`config.mk`:
```
export PLATFORM = sky130hd
export DESIGN_NAME = uart_alu_top
export DESIGN_NICKNAME = d
export VERILOG_FILES = /design/src/design/uart_pkg.sv /design/src/design/alu_pkg.sv /design/src/design/baud_tick_gen.sv /design/src/design/uart_rx.sv /design/src/design/byte_fifo.sv /design/src/design/alu_core.sv /design/src/design/alu_command_sequencer.sv /design/src/design/uart_tx.sv /design/src/design/uart_alu_top.sv
export SDC_FILE = /design/constraint.sdc
export NUM_CORES = 1
export LEC_CHECK = 0
export BUFFER_PORTS_ARGS = -buffer_cell sky130_fd_sc_hd__clkbuf_2
export CORE_MARGIN = 2
export CORE_UTILIZATION = 40
export CTS_BUF_LIST = sky130_fd_sc_hd__clkbuf_16
export CTS_CLUSTER_DIAMETER = 40
export DETAILED_ROUTE_END_ITERATION = 10
export GPL_TIMING_DRIVEN = 0
export PLACE_DENSITY = 0.54
export RECOVER_POWER = 100
export SLEW_MARGIN = 20
export SYNTH_ARGS = -nofsm -noshare
export SYNTH_HDL_FRONTEND = slang
export SYNTH_SLANG_ARGS = --single-unit
```
`constraint.sdc`:
```
create_clock -name i_clock -period 7.7 [get_ports i_clock]
set_clock_uncertainty 0.05 [all_clocks]
set_input_delay 1.155 -clock i_clock [delete_from_list [all_inputs] [get_ports i_clock]]
set_output_delay 1.155 -clock i_clock [all_outputs]
set_load 0.03 [all_outputs]
```
`src/design/uart_pkg.sv`:
```
package uart_pkg;

    // Link timing with 16x oversampling
    localparam int CLOCKS_PER_TICK = 2;
    localparam int TICKS_PER_BIT   = 16;
    localparam int DATA_BITS       = 8;

    // Buffering on each side of the sequencer
    localparam int FIFO_DEPTH = 8;

    typedef logic [DATA_BITS-1:0]                uart_byte_t;
    typedef logic [$clog2(DATA_BITS)-1:0]        bit_index_t;
    typedef logic [$clog2(TICKS_PER_BIT)-1:0]    tick_count_t;
    typedef logic [$clog2(CLOCKS_PER_TICK)-1:0]  clock_div_t;
    typedef logic [$clog2(FIFO_DEPTH)-1:0]       fifo_addr_t;
    typedef logic [$clog2(FIFO_DEPTH+1)-1:0]     fifo_count_t;

endpackage

```
`src/design/alu_pkg.sv`:
```
package alu_pkg;

    localparam int OPCODE_WIDTH = 6;

    // Only the low three bits of B set the shift distance
    localparam int SHIFT_WIDTH = 3;
    localparam uart_pkg::uart_byte_t UNDEFINED_RESULT = '0;

    typedef logic [SHIFT_WIDTH-1:0] shift_amount_t;

    typedef enum logic [OPCODE_WIDTH-1:0] {
        SRL = 6'h02,
        SRA = 6'h03,
        ADD = 6'h20,
        SUB = 6'h22,
        AND = 6'h24,
        OR  = 6'h25,
        XOR = 6'h26,
        NOR = 6'h27
    } opcode_t;

    typedef struct packed {
        opcode_t              opcode;
        uart_pkg::uart_byte_t operand_a;
        uart_pkg::uart_byte_t operand_b;
    } alu_operands_t;

    typedef enum logic [1:0] {GET_OPCODE, GET_A, GET_B, ISSUE} sequencer_state_t;

endpackage

```
`src/design/baud_tick_gen.sv`:
```
module baud_tick_gen (
    input  logic i_clock,
    input  logic i_reset,
    output logic o_tick
);

    uart_pkg::clock_div_t div_count;
    logic                 tick;

    // One tick every CLOCKS_PER_TICK clocks, shared by rx and tx
    always_ff @(posedge i_clock or posedge i_reset) begin
        if (i_reset) begin
            div_count <= '0;
            tick      <= 1'b0;
        end else begin
            if (div_count == uart_pkg::clock_div_t'(uart_pkg::CLOCKS_PER_TICK - 1)) begin
                div_count <= '0;
                tick      <= 1'b1;
            end else begin
                div_count <= div_count + 1'b1;
                tick      <= 1'b0;
            end
        end
    end

    assign o_tick = tick;

endmodule

```
`src/design/uart_rx.sv`:
```
module uart_rx (
    input  logic                 i_clock,
    input  logic                 i_reset,
    input  logic                 i_tick,
    input  logic                 i_rx,
    output uart_pkg::uart_byte_t o_data,
    output logic                 o_valid
);

    typedef enum logic [1:0] {RX_IDLE, RX_START, RX_DATA, RX_STOP} rx_state_t;

    rx_state_t             state;
    logic [1:0]            rx_sync;
    uart_pkg::tick_count_t tick_count;
    uart_pkg::bit_index_t  bit_index;
    uart_pkg::uart_byte_t  shift_reg;
    logic                  valid;

    logic rx_bit;
    logic half_bit;
    logic full_bit;

    // Line idles high, so the synchronizer resets to 1
    always_ff @(posedge i_clock or posedge i_reset) begin
        if (i_reset) begin
            rx_sync <= 2'b11;
        end else begin
            rx_sync <= {rx_sync[0], i_rx};
        end
    end

    assign rx_bit   = rx_sync[1];
    assign half_bit = (tick_count == uart_pkg::tick_count_t'(uart_pkg::TICKS_PER_BIT / 2 - 1));
    assign full_bit = (tick_count == uart_pkg::tick_count_t'(uart_pkg::TICKS_PER_BIT - 1));

    //////////////////////////////
    // Frame FSM
    //////////////////////////////
    always_ff @(posedge i_clock or posedge i_reset) begin
        if (i_reset) begin
            state      <= RX_IDLE;
            tick_count <= '0;
            bit_index  <= '0;
            valid      <= 1'b0;
        end else begin
            valid <= 1'b0;
            case (state)
                RX_IDLE: begin
                    if (!rx_bit) begin
                        state      <= RX_START;
                        tick_count <= '0;
                    end
                end
                RX_START: begin
                    if (i_tick) begin
                        // Glitch shorter than half a bit goes back to idle
                        if (half_bit) begin
                            state      <= rx_bit ? RX_IDLE : RX_DATA;
                            tick_count <= '0;
                            bit_index  <= '0;
                        end else begin
                            tick_count <= tick_count + 1'b1;
                        end
                    end
                end
                RX_DATA: begin
                    if (i_tick) begin
                        if (full_bit) begin
                            tick_count <= '0;
                            if (bit_index == uart_pkg::bit_index_t'(uart_pkg::DATA_BITS - 1)) begin
                                state <= RX_STOP;
                            end else begin
                                bit_index <= bit_index + 1'b1;
                            end
                        end else begin
                            tick_count <= tick_count + 1'b1;
                        end
                    end
                end
                RX_STOP: begin
                    if (i_tick) begin
                        if (full_bit) begin
                            state <= RX_IDLE;
                            valid <= rx_bit;  // bad stop bit drops the frame
                        end else begin
                            tick_count <= tick_count + 1'b1;
                        end
                    end
                end
                default: state <= RX_IDLE;
            endcase
        end
    end

    // LSB first, so shift in from the top
    always_ff @(posedge i_clock) begin
        if (state == RX_DATA && i_tick && full_bit) begin
            shift_reg <= {rx_bit, shift_reg[uart_pkg::DATA_BITS-1:1]};
        end
    end

    assign o_data  = shift_reg;
    assign o_valid = valid;

    a_valid_single: assert property (@(posedge i_clock) disable iff (i_reset)
        o_valid |=> !o_valid);

endmodule

```
`src/design/byte_fifo.sv`:
```
module byte_fifo (
    input  logic                 i_clock,
    input  logic                 i_reset,
    input  logic                 i_wr,
    input  uart_pkg::uart_byte_t i_data,
    input  logic                 i_rd,
    output uart_pkg::uart_byte_t o_data,
    output logic                 o_empty,
    output logic                 o_full
);

    uart_pkg::uart_byte_t mem [uart_pkg::FIFO_DEPTH];
    uart_pkg::fifo_addr_t wr_ptr;
    uart_pkg::fifo_addr_t rd_ptr;
    uart_pkg::fifo_count_t count;

    logic do_wr;
    logic do_rd;

    assign o_empty = (count == '0);
    assign o_full  = (count == uart_pkg::fifo_count_t'(uart_pkg::FIFO_DEPTH));

    // Writes while full are dropped
    assign do_wr = i_wr && !o_full;
    assign do_rd = i_rd && !o_empty;

    always_ff @(posedge i_clock) begin
        if (do_wr) begin
            mem[wr_ptr] <= i_data;
        end
    end

    // Pointers wrap naturally, depth is a power of two
    always_ff @(posedge i_clock or posedge i_reset) begin
        if (i_reset) begin
            wr_ptr <= '0;
            rd_ptr <= '0;
            count  <= '0;
        end else begin
            if (do_wr) wr_ptr <= wr_ptr + 1'b1;
            if (do_rd) rd_ptr <= rd_ptr + 1'b1;
            case ({do_wr, do_rd})
                2'b10:   count <= count + 1'b1;
                2'b01:   count <= count - 1'b1;
                default: count <= count;
            endcase
        end
    end

    // Show-ahead head entry
    assign o_data = mem[rd_ptr];

    a_no_overflow: assert property (@(posedge i_clock) disable iff (i_reset) i_wr |-> !o_full)
        else $error("byte_fifo overflow, byte dropped");
    a_no_underflow: assert property (@(posedge i_clock) disable iff (i_reset) i_rd |-> !o_empty);

endmodule

```
`src/design/alu_core.sv`:
```
module alu_core (
    input  alu_pkg::alu_operands_t i_operands,
    output uart_pkg::uart_byte_t   o_result
);

    alu_pkg::shift_amount_t shift_amount;
    uart_pkg::uart_byte_t   a;
    uart_pkg::uart_byte_t   b;
    uart_pkg::uart_byte_t   result;

    assign a            = i_operands.operand_a;
    assign b            = i_operands.operand_b;
    assign shift_amount = b[alu_pkg::SHIFT_WIDTH-1:0];

    // Add and sub wrap modulo 256
    always_comb begin
        case (i_operands.opcode)
            alu_pkg::ADD: result = a + b;
            alu_pkg::SUB: result = a - b;
            alu_pkg::AND: result = a & b;
            alu_pkg::OR:  result = a | b;
            alu_pkg::XOR: result = a ^ b;
            alu_pkg::NOR: result = ~(a | b);
            alu_pkg::SRL: result = a >> shift_amount;
            // Sign bit of A fills from the left
            alu_pkg::SRA: result = uart_pkg::uart_byte_t'($signed(a) >>> shift_amount);
            default:      result = alu_pkg::UNDEFINED_RESULT;
        endcase
    end

    assign o_result = result;

endmodule

```
`src/design/alu_command_sequencer.sv`:
```
module alu_command_sequencer (
    input  logic                    i_clock,
    input  logic                    i_reset,
    input  uart_pkg::uart_byte_t    i_data,
    input  logic                    i_fifo_empty,
    input  logic                    i_fifo_full,
    input  uart_pkg::uart_byte_t    i_result,
    output logic                    o_rd,
    output logic                    o_wr,
    output uart_pkg::uart_byte_t    o_result,
    output alu_pkg::alu_operands_t  o_operands
);

    alu_pkg::sequencer_state_t state;
    alu_pkg::alu_operands_t    operands;

    //////////////////////////////
    // FIFO strobes
    //////////////////////////////

    // Pop the head as soon as a byte is waiting in any GET state
    assign o_rd = (state != alu_pkg::ISSUE) && !i_fifo_empty;

    // Hold in ISSUE while the tx FIFO is full
    assign o_wr = (state == alu_pkg::ISSUE) && !i_fifo_full;

    assign o_result   = i_result;
    assign o_operands = operands;

    //////////////////////////////
    // Command FSM
    //////////////////////////////
    always_ff @(posedge i_clock or posedge i_reset) begin
        if (i_reset) begin
            state <= alu_pkg::GET_OPCODE;
        end else begin
            case (state)
                alu_pkg::GET_OPCODE: begin
                    if (o_rd) state <= alu_pkg::GET_A;
                end
                alu_pkg::GET_A: begin
                    if (o_rd) state <= alu_pkg::GET_B;
                end
                alu_pkg::GET_B: begin
                    if (o_rd) state <= alu_pkg::ISSUE;
                end
                alu_pkg::ISSUE: begin
                    if (o_wr) state <= alu_pkg::GET_OPCODE;
                end
                default: state <= alu_pkg::GET_OPCODE;
            endcase
        end
    end

    // Head byte captured in the same cycle as the read pulse
    always_ff @(posedge i_clock) begin
        if (o_rd) begin
            case (state)
                alu_pkg::GET_OPCODE: begin
                    // Upper two bits of the opcode byte are dropped here
                    operands.opcode <= alu_pkg::opcode_t'(i_data[alu_pkg::OPCODE_WIDTH-1:0]);
                end
                alu_pkg::GET_A: operands.operand_a <= i_data;
                alu_pkg::GET_B: operands.operand_b <= i_data;
                default: ;
            endcase
        end
    end

    // Show-ahead head holds a real byte whenever it is popped
    a_rd_has_data: assert property (@(posedge i_clock) disable iff (i_reset)
        o_rd |-> !$isunknown(i_data));

    // One write per command, then back to collecting
    a_wr_in_issue: assert property (@(posedge i_clock) disable iff (i_reset)
        o_wr |-> (state == alu_pkg::ISSUE) ##1 (state == alu_pkg::GET_OPCODE));

endmodule

```
`src/design/uart_tx.sv`:
```
module uart_tx (
    input  logic                 i_clock,
    input  logic                 i_reset,
    input  logic                 i_tick,
    input  logic                 i_fifo_empty,
    input  uart_pkg::uart_byte_t i_data,
    output logic                 o_rd,
    output logic                 o_tx
);

    typedef enum logic [1:0] {TX_IDLE, TX_START, TX_DATA, TX_STOP} tx_state_t;

    tx_state_t             state;
    uart_pkg::tick_count_t tick_count;
    uart_pkg::bit_index_t  bit_index;
    uart_pkg::uart_byte_t  shift_reg;
    logic                  tx_bit;
    logic                  bit_done;

    assign o_rd     = (state == TX_IDLE) && !i_fifo_empty;
    assign bit_done = i_tick && (tick_count == uart_pkg::tick_count_t'(uart_pkg::TICKS_PER_BIT - 1));

    //////////////////////////////
    // Frame FSM
    //////////////////////////////
    always_ff @(posedge i_clock or posedge i_reset) begin
        if (i_reset) begin
            state      <= TX_IDLE;
            tick_count <= '0;
            bit_index  <= '0;
            tx_bit     <= 1'b1;
        end else begin
            if (i_tick) tick_count <= tick_count + 1'b1;
            case (state)
                TX_IDLE: begin
                    // Start bit goes out the cycle after the read
                    if (o_rd) begin
                        state      <= TX_START;
                        tick_count <= '0;
                        tx_bit     <= 1'b0;
                    end
                end
                TX_START: begin
                    if (bit_done) begin
                        state     <= TX_DATA;
                        bit_index <= '0;
                        tx_bit    <= shift_reg[0];
                    end
                end
                TX_DATA: begin
                    if (bit_done) begin
                        if (bit_index == uart_pkg::bit_index_t'(uart_pkg::DATA_BITS - 1)) begin
                            state  <= TX_STOP;
                            tx_bit <= 1'b1;
                        end else begin
                            bit_index <= bit_index + 1'b1;
                            tx_bit    <= shift_reg[1];
                        end
                    end
                end
                TX_STOP: begin
                    if (bit_done) state <= TX_IDLE;
                end
                default: state <= TX_IDLE;
            endcase
        end
    end

    // Byte loaded on the read, shifted out LSB first
    always_ff @(posedge i_clock) begin
        if (o_rd) begin
            shift_reg <= i_data;
        end else if (state == TX_DATA && bit_done) begin
            shift_reg <= shift_reg >> 1;
        end
    end

    assign o_tx = tx_bit;

endmodule

```
`src/design/uart_alu_top.sv`:
```
module uart_alu_top (
    input  logic i_clock,
    input  logic i_reset,
    input  logic i_rx,
    output logic o_tx
);

    logic                   tick;
    uart_pkg::uart_byte_t   rx_data;
    logic                   rx_valid;
    uart_pkg::uart_byte_t   rx_fifo_data;
    logic                   rx_fifo_empty;
    logic                   rx_fifo_rd;
    uart_pkg::uart_byte_t   seq_result;
    logic                   seq_wr;
    alu_pkg::alu_operands_t operands;
    uart_pkg::uart_byte_t   alu_result;
    uart_pkg::uart_byte_t   tx_fifo_data;
    logic                   tx_fifo_empty;
    logic                   tx_fifo_full;
    logic                   tx_fifo_rd;

    baud_tick_gen u_baud_tick_gen (
        .i_clock (i_clock),
        .i_reset (i_reset),
        .o_tick  (tick)
    );

    //////////////////////////////
    // Receive path
    //////////////////////////////
    uart_rx u_uart_rx (
        .i_clock (i_clock),
        .i_reset (i_reset),
        .i_tick  (tick),
        .i_rx    (i_rx),
        .o_data  (rx_data),
        .o_valid (rx_valid)
    );

    // No flow control on the line, so rx full is left open
    byte_fifo u_rx_fifo (
        .i_clock (i_clock),
        .i_reset (i_reset),
        .i_wr    (rx_valid),
        .i_data  (rx_data),
        .i_rd    (rx_fifo_rd),
        .o_data  (rx_fifo_data),
        .o_empty (rx_fifo_empty),
        .o_full  ()
    );

    //////////////////////////////
    // Command and ALU
    //////////////////////////////
    alu_command_sequencer u_sequencer (
        .i_clock      (i_clock),
        .i_reset      (i_reset),
        .i_data       (rx_fifo_data),
        .i_fifo_empty (rx_fifo_empty),
        .i_fifo_full  (tx_fifo_full),
        .i_result     (alu_result),
        .o_rd         (rx_fifo_rd),
        .o_wr         (seq_wr),
        .o_result     (seq_result),
        .o_operands   (operands)
    );

    alu_core u_alu_core (
        .i_operands (operands),
        .o_result   (alu_result)
    );

    //////////////////////////////
    // Transmit path
    //////////////////////////////
    byte_fifo u_tx_fifo (
        .i_clock (i_clock),
        .i_reset (i_reset),
        .i_wr    (seq_wr),
        .i_data  (seq_result),
        .i_rd    (tx_fifo_rd),
        .o_data  (tx_fifo_data),
        .o_empty (tx_fifo_empty),
        .o_full  (tx_fifo_full)
    );

    uart_tx u_uart_tx (
        .i_clock      (i_clock),
        .i_reset      (i_reset),
        .i_tick       (tick),
        .i_fifo_empty (tx_fifo_empty),
        .i_data       (tx_fifo_data),
        .o_rd         (tx_fifo_rd),
        .o_tx         (o_tx)
    );

endmodule

```
-- After elaboration in Yosys (flattened, before gate mapping)
Memory sizes are Yosys's and may differ from the RTL's.
Cells that the tools add are included.
- latch bits: 0
- RAM bits: 128
- logic and storage cells: 192
- memories: 2
- flip-flop bits (word level): 84
- input port bits: 3
- ROM bits: 0
- memories (memory ; words ; bits a word ; rd ports ; clocked after Yosys merged registers in ; wr ports ; line ; source):
    u_rx_fifo.mem ; 8 ; 8 ; 1 ; 0 ; 1 ; byte_fifo.sv:12 ; uart_pkg::uart_byte_t mem [uart_pkg::FIFO_DEPTH];
    u_tx_fifo.mem ; 8 ; 8 ; 1 ; 0 ; 1 ; byte_fifo.sv:12 ;
- multiplexer cells: 61
- div/mod/pow operators: 0
- shift operators: 2
- multiply operators: 0
- order comparisons: 0
- bitwise operators: 4
- reductions and logical operators: 36
- add/subtract/negate cells: 15
- equality and inequality tests: 49
- operators with widths (kind ; count):
    $pmux W8 S8 ; 1
    $mux W4 ; 10
    $eq A6 B6 Y1 const B ; 6
    $mux W2 ; 18
    $mux W3 ; 8
    $ne A2 B2 Y1 const B ; 12
    $pmux W2 S4 ; 3
    $add A3 B1 Y3 const B ; 6
    $ne A2 B1 Y1 const B ; 9
    $add A4 B1 Y4 const B ; 4
    $eq A2 B2 Y1 const B ; 8
    $eq A4 B4 Y1 const B ; 4
    $mux W8 ; 2
    $pmux W4 S2 ; 2
    $pmux W4 S4 ; 1
    $mux W1 ; 13
    $eq A6 B2 Y1 const B ; 2
    $pmux W3 S2 ; 2
    $reduce_and A4 Y1 ; 3
    $logic_and A1 B1 Y1 ; 11
    $eq A2 B1 Y1 const B ; 5
    $reduce_and A5 Y1 ; 2
    $reduce_bool A2 Y1 ; 5
    $add A8 B8 Y8 ; 1
    other kinds (19) ; 29

-- Longest topological paths before layout
- depth in word-level cells: 6
- depth in mapped cells: 13
- depth with buffers taken out: 11

-- Modules after synthesis
From an unflattened synthesis, not the netlist that was laid out.
- cell total of the unflattened synthesis: 737
- area total of the unflattened synthesis: 10561.4 µm²
- modules (own cells, without submodules) (module ; instances ; cells each ; area an instance (µm²)):
    byte_fifo ; 2 ; 161 ; 3135.5
    alu_core ; 1 ; 192 ; 1378.8
    uart_tx ; 1 ; 95 ; 970.9
    alu_command_sequencer ; 1 ; 52 ; 942.2
    uart_rx ; 1 ; 72 ; 940.9
    baud_tick_gen ; 1 ; 4 ; 57.6

-- Least setup slack after synthesis
Ideal clock, no wire load.
- path kind: register to register
- start: register, netlist name u_sequencer.o_operands[0]
- end: memory u_tx_fifo.mem[0][7] in the netlist's numbering, data pin
- stages on the path, launching flop included: 12
- path buffers: 1
- arrival time: 2.532 ns
- setup slack: 4.814 ns
- data required time: 7.346 ns
- path through: edfxtp_1 > clkbuf_1 > inv_2 > ha_1 > nor2_1 > xnor2_1 > ha_1 > o211ai_1 > a21oi_1 > o41ai_1 > or4_1 > nand3_1
- cells in the longest elaborated chain, start to end: 2
- ends and longest elaborated chain (element ; line ; source):
    $sub A8 B8 Y8, or another cell as far along ; alu_core.sv:19 ; alu_pkg::SUB: result = a - b;
    $pmux W8 S8 * ; alu_core.sv:17 ; case (i_operands.opcode)
    named net alu_result[7] ; uart_alu_top.sv:17 ; uart_pkg::uart_byte_t alu_result;
    end: declaration ; byte_fifo.sv:12 ;
Mark *: on every way through the listed nets, which the timed path passes. The rest lies on a longest branch.

-- Worst setup path after layout
- start: register, netlist name u_sequencer.o_operands[0]
- end: memory u_tx_fifo.mem[6][6] in the netlist's numbering, data pin
- cells in the longest elaborated chain, start to end: 2
- ends and longest elaborated chain (element ; line):
    $sub A8 B8 Y8, or another cell as far along ; alu_core.sv:19
    $pmux W8 S8 * ; alu_core.sv:17
    named net alu_result[6] ; uart_alu_top.sv:17
Marks and branches as above.

==> metrics.md <==
| Metric | Value |
|---|---|
| Final HPWL DP | `13600 um` |
| Most common cell in the netlist | `edfxtp_1` |
| Vias | `5725` |
| Number of global-route vias before repair | `6150` |
| Clk slew on worst S/H paths | `60 ps` |
| Vias per cell | `5.18` |
| Hold Vio Cnt, Final | `0` |
| Worst EP arrival | `4030 ps` |
| Critical setup path kind | `reg -> reg` |
| Clock sinks | `212` |
| H-Tree Depth | `1` |
| HP Class | `reg -> reg` |
| CTS buffer count | `29` |
| CTS tree | `done` |
| Area grow syn2layout | `13.7%` |
| Static Leak | `0.00429 uW` |
| Synth cell types | `58` |
| Die height | `163 um` |
| Cells after Synth | `714` |
| Multi-input gate area | `3660 um2` |
| Ant. Diodes | `0` |
| Part of the Yosys area used for sequential elements | `60.9%` |
| Status | `completed` |
| Final setup viols | `0` |
| Worst vdd ir | `213 uV` |
| CTS resizes | `0` |
| Cts hold-fix bufs | `0` |
| CP Capture Type | `flip-flop` |
| Fmax | `258 MHz` |
| Antenna Violating Nets Remaining | `0` |
| Wire per inst | `17.4 um` |
| Data required, critical path | `7860 ps` |
| CP max FO | `10` |
| Clock Latency Late Sink | `540 ps` |
| Total GRT Usage | `15.4%` |
| Share of cells above drive strength 1 | `13.5%` |
| Max clock buf depth | `3` |
| Largest net degree at the start of global routing | `28` |
| Synth warn | `0` |
| First-pass GRT wire length | `32000 um` |
| WL final | `19200 um` |
| Worst hold stages | `0` |
| Synth top cells by count | `edfxtp_1 (166), nand2_1 (71), ha_1 (49)` |
| Initial Utilization | `40.4%` |
| Max capacitance violation total | `0` |
| Site row count | `58` |
| IO buf count | `3` |
| WHS | `313 ps` |
| Fin crit share | `50.3%` |
| Placer Congestion | `0.855` |
| Sequential Area | `6140 um2` |
| Chip Width | `163 um` |
| Clock Root Buffer | `clkbuf_16` |
| Fin Setup TNS | `0 ps` |
| Number of I/O pins | `4` |
| Max-slew violations | `0` |
| Synthesis-stage register bit count | `212` |
| Post-Syn Area per Cell | `14.1 um2` |
| Slew HR | `1.99%` |
| Min Tclk post-route | `3870 ps` |
| Syn nets | `769` |
| Mapped Area | `10100 um2` |
| Nets | `807` |
| RSZ-0062 raised after global routing | `no` |
| Post-synth top area share | `49.4%` |
| Placeable Area | `25000 um2` |
| Cell taking the most area after synthesis | `edfxtp_1` |
| Placed cell area | `10600 um2` |
| Post-synth EDFFs | `166` |
| Cells on worst reg2reg path | `10` |
| DRC errors left | `0` |
| Async set or reset register ratio after synthesis | `21.7%` |
| Total grt overflow | `0` |
| Synth area leaders | `edfxtp_1 (49%), dfrtp_1 (11%), mux4_2 (7.6%)` |
| Pwr per Cell Area | `407 nW/um2` |
| Post-CTS Setup Inserts | `0` |
| Most used DFF post-synth | `edfxtp_1` |
| Initial antenna violation count | `0` |
| 1st-iter DRT viols | `331` |
| Worst Tran Pin Value | `1470 ps` |
| Startpoint Class | `flip-flop` |
| Number of fillers in the final layout | `2266` |
| Pre-antenna DRT Iters | `4` |
| Final design area excluding fillers | `11500 um2` |
| Total die area | `26500 um2` |
cells in the final DEF (no fill, tap or decap), types with 11 or more instances in the layout:
cell       instances
inv_1             39
o21ai_0           37
clkbuf_1          17
xnor2_1           25
dfrtp_1           43
nand2b_1          11
xor2_1            11
nor2_1            39
ha_1              49
nand2_1           71
mux4_2            34
nor3_1            11
clkbuf_16         29
a21oi_1           18
mux2_1            14
mux2i_1           28
edfxtp_1         166
power breakdown:
group	total [uW]	switching (uW)	leakage (uW)	internal [uW]
registers	1710	169	0.00208	1540
logic	1700	961	0.00174	736
clock network	1260	497	0.000466	765
cell type report:
cell class / instances / share of cell area (%)
timing repair buffer: 7 / 0.251
sequential: 212 / 53.6
inverter: 37 / 1.21
clock inverter: 25 / 1.91
buffer: 28 / 1.18
clock buffer: 29 / 6.33
multi-input combinational: 437 / 32.0
tap: 330 / 3.60
critical path, stage by stage, from the launching register on:
cell and delay [ps]:
edfxtp_1 510, clkbuf_1 420, inv_1 240, ha_1 340, a21oi_1 100, fa_1 460, a211oi_1 350, o21bai_1 120
a21oi_1 180, xor2_1 80, o21ai_0 690
final timing paths:
check / startpoint / end / slack, ps
max: u_sequencer.o_operands[0] / u_tx_fifo.mem[6][6] / 3830
min: u_uart_rx.rx_sync[0] / u_uart_rx.rx_sync[1] / 310
max reg2reg: u_sequencer.o_operands[0] / u_tx_fifo.mem[6][6] / 3830
min reg2reg: u_uart_rx.rx_sync[0] / u_uart_rx.rx_sync[1] / 310
max in group asynchronous: i_reset / u_tx_fifo.wr_ptr[2] / 5100
min in group asynchronous: i_reset / u_uart_rx.bit_index[0] / 680
through the flow:
step / std cells / util [%] / setup WS, ps / total power [uW]
CTS: 1105 / 46.2 / 4130 / 4760
global route: 1105 / 45.9 / 3380 / 5010
global placement: 1047 / 42.1 / 4220 / 3380
detailed placement: 1051 / 42.4 / 4170 / 3470
finish: 1105 / 45.9 / 3830 / 4660
floorplan: 714 / - / 4810 / 3030
per-layer routing:
layer	GRT usage [%]	vias to the layer above	part of all wire [%]
li1	-	2746	-
met1	19.5	2864	44
met2	27.2	85	51
met3	2.62	30	3.2
met4	4.26	0	2.0
met5	0	-	0
cell families after synthesis:
family	Yosys count	share of synthesized area, %
DFF	212	60.9
buffers and inverters	65	2.77
adders and majority gates	52	6.68
xor gates and xnor gates	36	3.13
muxes	78	12.2
AOI/OAI and AO/OA	101	6.43
and+or+nand+nor	170	7.93
(Power assumes the default switching activity.)
